### config.mk
export PLATFORM = sky130hd
export DESIGN_NAME = uartPeriph
export DESIGN_NICKNAME = d
export VERILOG_FILES = /design/src/uartPkg.sv /design/src/uartFifo.sv /design/src/uartPeriph.sv /design/src/uartRegs.sv /design/src/uartRx.sv /design/src/uartTx.sv
export SDC_FILE = /design/constraint.sdc
export NUM_CORES = 1
export LEC_CHECK = 0
export CAP_MARGIN = 25
export CORE_ASPECT_RATIO = 0.6
export CORE_MARGIN = 2
export CORE_UTILIZATION = 60
export CTS_CLUSTER_DIAMETER = 60
export DETAILED_ROUTE_END_ITERATION = 16
export DONT_BUFFER_PORTS = 1
export GPL_TIMING_DRIVEN = 0
export PLACE_DENSITY = 0.76
export SYNTH_ARGS = -nofsm -noshare
export SYNTH_HDL_FRONTEND = slang
export SYNTH_SLANG_ARGS = --single-unit
### constraint.sdc
create_clock -name clkH -period 3.5 [get_ports clkH]
set_input_delay 0.175 -clock clkH [delete_from_list [all_inputs] [get_ports clkH]]
set_output_delay 0.175 -clock clkH [all_outputs]
set_load 0.01 [all_outputs]
### src/uartPkg.sv
`default_nettype none

package uartPkg;

  // Bus request, one-hot sizes: bit 0 byte, bit 1 word
  typedef struct packed {
    logic [15:0] addr;
    logic [1:0]  wrSize;
    logic [1:0]  rdSize;
    logic [15:0] wrData;
  } ioReq_t;

  typedef struct packed {
    logic [15:0] rdData;
    logic        ack;
    logic        err;
  } ioRsp_t;

  // Baud word as seen by the host, or split into cycles per bit and fraction
  typedef union packed {
    logic [15:0] raw;
    struct packed {
      logic [12:0] divisor;
      logic [2:0]  frac;
    } fields;
  } baudWord_t;

  typedef struct packed {
    logic       txEn;
    logic       rxEn;
    logic       twoStop;
    logic [1:0] irqEn;
    baudWord_t  baud;
  } uartCfg_t;

  // Register map
  localparam logic [15:0] ioBase  = 16'h0000;
  localparam logic [1:0]  regCtrl = 2'd0;
  localparam logic [1:0]  regBaud = 2'd1;
  localparam logic [1:0]  regData = 2'd2;

  localparam int fifoDepth = 4;

  // One pattern per fraction value; a 0 bit shortens that frame bit by one cycle
  localparam logic [0:7][7:0] baudFracTable = {
    8'b00001000,
    8'b10001000,
    8'b10100100,
    8'b10101010,
    8'b10110110,
    8'b11101110,
    8'b11101111,
    8'b11111111
  };

  // Counter reload for frame bit idx, the bit then lasts reload plus one cycles
  function automatic logic [12:0] bitReload(input baudWord_t baud, input logic [3:0] idx);
    logic shortBit;
    shortBit = (idx < 4'd8) && !baudFracTable[baud.fields.frac][idx[2:0]];
    return baud.fields.divisor - {12'h000, shortBit};
  endfunction

endpackage

`default_nettype wire

### src/uartFifo.sv
`default_nettype none
`timescale 1ns/1ns

module uartFifo import uartPkg::*; (
  input  wire        clkH,
  input  wire        rstN,
  input  wire  [7:0] pushData,
  input  wire        push,
  output logic [7:0] popData,
  input  wire        pop,
  output logic       full,
  output logic       empty
);

  logic [7:0] mem [fifoDepth];
  logic [$clog2(fifoDepth)-1:0] wrPtr;
  logic [$clog2(fifoDepth)-1:0] rdPtr;
  logic [$clog2(fifoDepth):0]   count;
  logic wrEn;
  logic rdEn;

  // Guard against a push into a full buffer or a pop from an empty one
  assign wrEn = push && !full;
  assign rdEn = pop && !empty;

  assign full  = (count == fifoDepth);
  assign empty = (count == '0);

  // Head of the queue, visible before it is popped
  assign popData = mem[rdPtr];

  always_ff @(posedge clkH) begin
    if (wrEn) begin
      mem[wrPtr] <= pushData;
    end
  end

  always_ff @(posedge clkH or negedge rstN) begin
    if (!rstN) begin
      wrPtr <= '0;
      rdPtr <= '0;
      count <= '0;
    end else begin
      if (wrEn) begin
        wrPtr <= wrPtr + 1'b1;
      end
      if (rdEn) begin
        rdPtr <= rdPtr + 1'b1;
      end
      case ({wrEn, rdEn})
        2'b10:   count <= count + 1'b1;
        2'b01:   count <= count - 1'b1;
        default: count <= count;
      endcase
    end
  end

endmodule

`default_nettype wire

### src/uartPeriph.sv
`default_nettype none
`timescale 1ns/1ns

module uartPeriph import uartPkg::*; (
  input  wire     clkH,
  input  wire     rstN,
  input  ioReq_t  req,
  output ioRsp_t  rsp,
  input  wire     rxPin,
  output logic    txPin,
  output logic    sendBusy,
  output logic    irq
);

  uartCfg_t   cfg;
  logic       sendPush;
  logic       sendFull;
  logic       sendEmpty;
  logic       sendPop;
  logic [7:0] sendData;
  logic       recvPush;
  logic       recvPop;
  logic       recvEmpty;
  logic [7:0] recvByte;
  logic [7:0] recvData;

  uartRegs regs (
    .clkH(clkH), .rstN(rstN),
    .req(req), .rsp(rsp), .cfg(cfg),
    .sendPush(sendPush), .sendFull(sendFull),
    .recvPop(recvPop), .recvData(recvData), .recvEmpty(recvEmpty),
    .sendBusy(sendBusy), .irq(irq)
  );

  // Host writes go straight into the send queue
  uartFifo sendFifo (
    .clkH(clkH), .rstN(rstN),
    .pushData(req.wrData[7:0]), .push(sendPush),
    .popData(sendData), .pop(sendPop),
    .full(sendFull), .empty(sendEmpty)
  );

  // Receive queue, overflow is dropped inside the FIFO
  uartFifo recvFifo (
    .clkH(clkH), .rstN(rstN),
    .pushData(recvByte), .push(recvPush),
    .popData(recvData), .pop(recvPop),
    .full(), .empty(recvEmpty)
  );

  uartTx tx (
    .clkH(clkH), .rstN(rstN), .cfg(cfg),
    .sendData(sendData), .sendEmpty(sendEmpty), .sendPop(sendPop),
    .txPin(txPin), .sendBusy(sendBusy)
  );

  uartRx rx (
    .clkH(clkH), .rstN(rstN), .cfg(cfg),
    .rxPin(rxPin), .recvData(recvByte), .recvPush(recvPush)
  );

endmodule

`default_nettype wire

### src/uartRegs.sv
`default_nettype none
`timescale 1ns/1ns

module uartRegs import uartPkg::*; (
  input  wire        clkH,
  input  wire        rstN,
  input  ioReq_t     req,
  output ioRsp_t     rsp,
  output uartCfg_t   cfg,
  output logic       sendPush,
  input  wire        sendFull,
  output logic       recvPop,
  input  wire  [7:0] recvData,
  input  wire        recvEmpty,
  input  wire        sendBusy,
  output logic       irq
);

  uartCfg_t   cfgQ;
  logic       isCtrl;
  logic       isBaud;
  logic       isData;
  logic       byteWr;
  logic       wordWr;
  logic       byteRd;
  logic       wordRd;
  logic       wrCtrl;
  logic       wrBaud;
  logic       wrData;
  logic       rdCtrl;
  logic       rdBaud;
  logic       rdData;
  logic       canWrite;
  logic       canRead;
  logic [15:0] rdMux;

  assign isCtrl = (req.addr == ioBase + {14'h0000, regCtrl});
  assign isBaud = (req.addr == ioBase + {14'h0000, regBaud});
  assign isData = (req.addr == ioBase + {14'h0000, regData});

  // Exactly one direction with exactly one size
  assign byteWr = (req.wrSize == 2'b01) && (req.rdSize == 2'b00);
  assign wordWr = (req.wrSize == 2'b10) && (req.rdSize == 2'b00);
  assign byteRd = (req.rdSize == 2'b01) && (req.wrSize == 2'b00);
  assign wordRd = (req.rdSize == 2'b10) && (req.wrSize == 2'b00);

  assign wrCtrl = isCtrl && byteWr;
  assign rdCtrl = isCtrl && byteRd;
  assign wrBaud = isBaud && wordWr;
  assign rdBaud = isBaud && wordRd;
  assign wrData = isData && byteWr;
  assign rdData = isData && byteRd;

  assign rsp.ack = wrCtrl || rdCtrl || wrBaud || rdBaud || wrData || rdData;
  assign rsp.err = ((|req.wrSize) || (|req.rdSize)) && !rsp.ack;

  // Control byte layout: [7] txEn [6] rxEn [3] twoStop [1:0] irqEn
  always_ff @(posedge clkH or negedge rstN) begin
    if (!rstN) begin
      cfgQ <= '0;
    end else begin
      if (wrCtrl) begin
        cfgQ.txEn    <= req.wrData[7];
        cfgQ.rxEn    <= req.wrData[6];
        cfgQ.twoStop <= req.wrData[3];
        cfgQ.irqEn   <= req.wrData[1:0];
      end
      if (wrBaud) begin
        cfgQ.baud.raw <= req.wrData;
      end
    end
  end

  assign cfg = cfgQ;

  assign canWrite = !sendFull;
  assign canRead  = !recvEmpty;

  // Full FIFO drops the byte, empty FIFO reads as zero
  assign sendPush = wrData && canWrite;
  assign recvPop  = rdData && canRead;

  // Status keeps the flags aligned with their irqEn bits
  always_comb begin
    rdMux = 16'h0000;
    if (rdCtrl) begin
      rdMux = {8'h00, cfgQ.txEn, cfgQ.rxEn, 2'b00, cfgQ.twoStop, sendBusy, canWrite, canRead};
    end else if (rdBaud) begin
      rdMux = cfgQ.baud.raw;
    end else if (rdData && canRead) begin
      rdMux = {8'h00, recvData};
    end
  end

  assign rsp.rdData = rdMux;

  assign irq = (canRead && cfgQ.irqEn[0]) || (canWrite && cfgQ.irqEn[1]);

endmodule

`default_nettype wire

### src/uartRx.sv
`default_nettype none
`timescale 1ns/1ns

module uartRx import uartPkg::*; (
  input  wire        clkH,
  input  wire        rstN,
  input  uartCfg_t   cfg,
  input  wire        rxPin,
  output logic [7:0] recvData,
  output logic       recvPush
);

  // Two synchronizer stages plus one more for edge detection
  logic [2:0]  rxSync;
  logic        line;
  logic        fallEdge;
  logic        inStart;
  logic        inData;
  logic [3:0]  bitIdx;
  logic [12:0] baudCnt;
  logic [7:0]  shiftReg;
  logic        sampleNow;

  assign line     = rxSync[1];
  assign fallEdge = rxSync[2] && !rxSync[1];

  assign sampleNow = inData && (baudCnt == 13'd0);

  always_ff @(posedge clkH or negedge rstN) begin
    if (!rstN) begin
      rxSync  <= 3'b111;
      inStart <= 1'b0;
      inData  <= 1'b0;
      bitIdx  <= 4'd0;
      baudCnt <= 13'd0;
    end else begin
      rxSync <= {rxSync[1:0], rxPin};
      if (!cfg.rxEn) begin
        // Disable drops any frame in progress
        inStart <= 1'b0;
        inData  <= 1'b0;
      end else if (inStart) begin
        if (baudCnt != 13'd0) begin
          baudCnt <= baudCnt - 13'd1;
        end else begin
          inStart <= 1'b0;
          // Middle of start bit, a high line here was only a glitch
          if (!line) begin
            inData  <= 1'b1;
            bitIdx  <= 4'd1;
            baudCnt <= bitReload(cfg.baud, 4'd1);
          end
        end
      end else if (inData) begin
        if (baudCnt != 13'd0) begin
          baudCnt <= baudCnt - 13'd1;
        end else if (bitIdx == 4'd8) begin
          inData <= 1'b0;
        end else begin
          bitIdx  <= bitIdx + 4'd1;
          baudCnt <= bitReload(cfg.baud, bitIdx + 4'd1);
        end
      end else if (fallEdge) begin
        inStart <= 1'b1;
        baudCnt <= {1'b0, cfg.baud.fields.divisor[12:1]};
      end
    end
  end

  // Data bits arrive LSB first
  always_ff @(posedge clkH) begin
    if (sampleNow) begin
      shiftReg <= {line, shiftReg[7:1]};
    end
  end

  // Byte is complete in the cycle that samples the last data bit
  assign recvData = {line, shiftReg[7:1]};
  assign recvPush = sampleNow && (bitIdx == 4'd8) && cfg.rxEn;

endmodule

`default_nettype wire

### src/uartTx.sv
`default_nettype none
`timescale 1ns/1ns

module uartTx import uartPkg::*; (
  input  wire        clkH,
  input  wire        rstN,
  input  uartCfg_t   cfg,
  input  wire  [7:0] sendData,
  input  wire        sendEmpty,
  output logic       sendPop,
  output logic       txPin,
  output logic       sendBusy
);

  logic        busy;
  logic [3:0]  bitIdx;
  logic [3:0]  lastIdx;
  logic [12:0] baudCnt;
  logic [10:0] shiftReg;
  logic        frameEnd;
  logic        load;

  // Frame bit 0 is the start bit, 1..8 data, then one or two stop bits
  assign lastIdx = cfg.twoStop ? 4'd10 : 4'd9;

  assign frameEnd = busy && (baudCnt == 13'd0) && (bitIdx == lastIdx);

  // A new byte may follow directly in the last cycle of the previous stop bit
  assign load = (!busy || frameEnd) && cfg.txEn && !sendEmpty;

  always_ff @(posedge clkH or negedge rstN) begin
    if (!rstN) begin
      busy     <= 1'b0;
      bitIdx   <= 4'd0;
      baudCnt  <= 13'd0;
      shiftReg <= '1;
    end else if (load) begin
      busy     <= 1'b1;
      bitIdx   <= 4'd0;
      baudCnt  <= bitReload(cfg.baud, 4'd0);
      // Stop bits, data LSB first, start bit
      shiftReg <= {2'b11, sendData, 1'b0};
    end else if (frameEnd) begin
      busy     <= 1'b0;
      shiftReg <= '1;
    end else if (busy) begin
      if (baudCnt != 13'd0) begin
        baudCnt <= baudCnt - 13'd1;
      end else begin
        bitIdx   <= bitIdx + 4'd1;
        baudCnt  <= bitReload(cfg.baud, bitIdx + 4'd1);
        shiftReg <= {1'b1, shiftReg[10:1]};
      end
    end
  end

  assign sendPop  = load;
  assign sendBusy = busy;

  // Line stays idle high while the transmitter is disabled
  assign txPin = cfg.txEn ? shiftReg[0] : 1'b1;

endmodule

`default_nettype wire
==> results.md <==
- DR WL met2: roughly 10 mm
- P per Cell Area: around 380 nW/um2
- Metal3 WL: about 2.3 mm
- Overall Global Routing Usage: slightly above 30%
- Number of synthesized flops with an enable pin: slightly above 70
- Crit Path Max Fanout: 10
- 1st-pass router iterations: 8
- Cell area after synthesis: about 8900 um2
- Post-synthesis net count: between 900 and 1000
- Worst slew pin tran: around 0.99 ns
- CORE AREA: between 10000 and 15000 um2
- Uppermost layer routed: met4
- CTS Buf Count: 17
- First-pass GRT wire length: around 37 mm
- Row count: 34
- Post-route minimum period: between 3 and 4 ns
- Clk pin slew, worst setup/hold paths: 0.07 ns
- Number of global-route vias before repair: between 6000 and 7000
- Synth Area in Compound Gates: 13.0%
- Min-delay src: req[20]
- Max Cap Viol: 0
- Layout cell share with drive strength beyond 1: 12.0%
- Clock root cell: clkbuf_16
- P&R area growth vs syn: 13.2%
- Crit. End Element: flip-flop
- Sw Pwr: just over 0.9 mW
- Clk_skew: 0.0137 ns
- Largest net degree at the start of global routing: 85
- Hold slack: about 0.1 ns
- # fillers: ~1000
- CP required: ~3.9 ns
- Worst Path Arrival: approximately 3.7 ns
- DRT antenna net count: 0
- Initial DRC Count: ~880
- Multiplexer area fraction after synthesis: just over 8%
- Yosys reg bits: about 160
- R2R setup slack: 0.17 ns
- Yosys cell types: 78
- Pint: 2.89 mW
- Die H: 98.1 um
- Fin. max-slew vios: 0
- Fmax: approximately 300 MHz
- Port bufs: 0
- Combinational Power Share: about 1.5%
- Normalized max-slew margin: between 30% and 40%
- Ys async rst share: a little over half
- Final hold vios: 0
- Xor-xnor portion of the synthesized cell area: roughly 6.0%
- Overall power: approximately 3.8 mW
- Power share of the clock group: about 49%
- Final net count: about 950
- ANT cells: 0
- Fin cells: between 1000 and 1500
- Endpoints failing setup: 0
- Initial Util: between 60% and 70%
- Status: finished clean
- H-tree depth: 4
- Die span in x: ~160 um
- Post-synthesis sequential area ratio: a little under half
- CTS tree: built
- Antenna violations before repair: 0
- # clock sinks: 155
- Final WL: about 23 mm
- Synth Flop Type: dfrtp_1
- Seq pwr share: 50.0%
- GPL Wtd Cong: about 0.9
- Post-synthesis simple-gate area fraction: 16.1%
- Syn. warnings: 0
- Static leakage: a little under 4 nW
- Kind of critical path: flip-flop to flip-flop
- Sw Ratio: approximately a quarter
- DRC Markers: 0
- Placed cell count: between 1000 and 1500
- Syn avg cell area: approximately 11 um2
- Crit. Startpoint: tx.baudCnt[0]
- Synth Instances: just over 800
- Crit share post-route: 95.2%
- Gr ovfl total: 0
- Clk Latency, worst-skew pair: about 0.44 ns
- Hold WC Path Type: input pin to flip-flop
- Post-DP HPWL: 16.2 mm
- DR WL/cell: between 20 and 25 um
- Via density: 6.43
- Peak supply drop: between 200 and 300 uV
- Adder-cell share of the synthesized area: under 10%
- RSZ-0062 raised after global routing: false
- Largest family of logic cells by synthesized area: simple AND/OR/NAND/NOR gates
- Met1 wire length: between 10 and 15 mm
- CP Launch Type: flip-flop
- DIE AREA: approximately 16000 um2
- Longest Clk Path Bufs: 2
- Routed via count: 6987
- Reg2reg start: tx.baudCnt[0]
- Most frequent cells in the layout: dfrtp_1, edfxtp_1, nand2_1
- Top-level port count: 60
## critical path, stage by stage, from the launching register on
cell and delay, ns:
dfrtp_1 0.40, inv_1 0.13, ha_1 0.19, or4b_1 0.52
nor4_4 0.42, a21boi_4 0.18, nor2_4 0.24, ha_1 0.23
inv_1 0.07, fa_1 0.40, xor2_1 0.16, nor2_1 0.14
xor2_1 0.17
## worst paths after layout
| check | end | cells after the start |
|---|---|---|
| setup / recovery | sendFifo.count[2] | 12 |
| hold / removal | recvFifo.rdPtr[1] | 3 |
| setup reg to reg | sendFifo.count[2] | 12 |
| hold reg to reg | rx.rxSync[1] | 0 |
| max in group asynchronous | rx.rxSync[2] | 2 |
| min in group asynchronous | tx.baudCnt[11] | 2 |
## cell usage after synthesis (5+ instances only)
cell | n | area, um2
a21oi_1 | 22 | 110
nor4_1 | 11 | 68.8
mux2_2 | 13 | 146
nor2_1 | 48 | 180
or3_1 | 5 | 31.3
nand2_1 | 56 | 210
a221oi_1 | 5 | 43.8
nand3b_1 | 5 | 37.5
and3_1 | 5 | 31.3
xor2_1 | 20 | 175
ha_1 | 29 | 363
o211ai_1 | 10 | 75.1
edfxtp_1 | 71 | 2130
clkbuf_1 | 37 | 139
buf_2 | 10 | 50.1
inv_1 | 41 | 154
buf_1 | 5 | 18.8
and2_1 | 17 | 106
nand2b_1 | 11 | 68.8
dfrtp_1 | 72 | 1800
nor3_1 | 26 | 130
nor4b_1 | 5 | 43.8
nand3_1 | 20 | 100
nor3b_1 | 5 | 37.5
nor2b_1 | 12 | 75.1
o21ai_0 | 42 | 210
o31ai_1 | 5 | 37.5
mux2_1 | 7 | 78.8
a31oi_1 | 10 | 62.6
a211o_1 | 8 | 70.1
dfstp_2 | 12 | 315
a22oi_1 | 7 | 52.6
nand4_1 | 14 | 87.6
o22ai_1 | 5 | 31.3
mux4_2 | 16 | 360
xnor2_1 | 41 | 359
mux2i_1 | 15 | 150
o21ai_1 | 22 | 110
## timing repair
action | 4_1_cts | 5_1_grt
hold buffers | 20 | 0
endpoints found under the setup margin | 5 | 24
hold endpoints to repair | 139 | 0
pin swaps | 1 | 0
setup buffers | 1 | 2
resized for setup | 2 | 11
## registers in the layout (all words and copies together), names as in the netlist, 4 cells and up
register / cells
tx.bitIdx: 4
tx.shiftReg: 9
regs.cfg: 21
rx.shiftReg: 7
rx.baudCnt: 13
tx.baudCnt: 13
sendFifo.mem: 32
rx.bitIdx: 4
recvFifo.mem: 32
## logic make-up (layout without fill, tap and decap cells)
| family | Yosys count | in the layout |
|---|---|---|
| AOI/OAI and AO/OA | 177 | 177 |
| xor gates and xnor gates | 61 | 61 |
| adders and majority gates | 31 | 31 |
| buffers and inverters | 93 | 150 |
| DFF | 155 | 155 |
| muxes | 51 | 51 |
| and+or+nand+nor | 263 | 263 |
## per-layer routing
layer / vias to the layer above / track usage [%]
met5: - / 0
met4: 0 / 8.79
met3: 56 / 6.50
met2: 402 / 45.7
met1: 3382 / 45.9
li1: 3147 / -
## power groups by stage
stage                     logic (mW)  clock network, mW  registers [mW]
after floorplan              0.00703                  0            1.94
after global placement       0.00815                  0            1.94
after detailed placement     0.00849                  0            1.94
after CTS                     0.0572               1.86            1.90
after global routing          0.0622               1.93            1.90
final                         0.0565               1.85            1.90
## metrics by stage
stage	utilization [%]	instance area (um2)	setup TNS, ns	setup slack [ns]
floorplan	-	8860	0	0.556
global placement	63.0	9110	-0.140	-0.0739
detailed placement	63.0	9110	-0.635	-0.193
CTS	68.8	9950	0	0.00896
global route	69.4	10000	0	0.00320
finish	69.4	10000	0	0.169
## cell type report
class	instances	area [um2]	area share, %
inverters	41	154	1.53
repair buffers	25	250	2.49
plain buffers	52	208	2.07
multi-input cells	583	4310	43.0
clock buffers	17	425	4.24
flip-flops and latches	155	4250	42.4
well taps	198	248	2.47
clock inverters	15	183	1.82
Power figures use the tool's default switching activity.
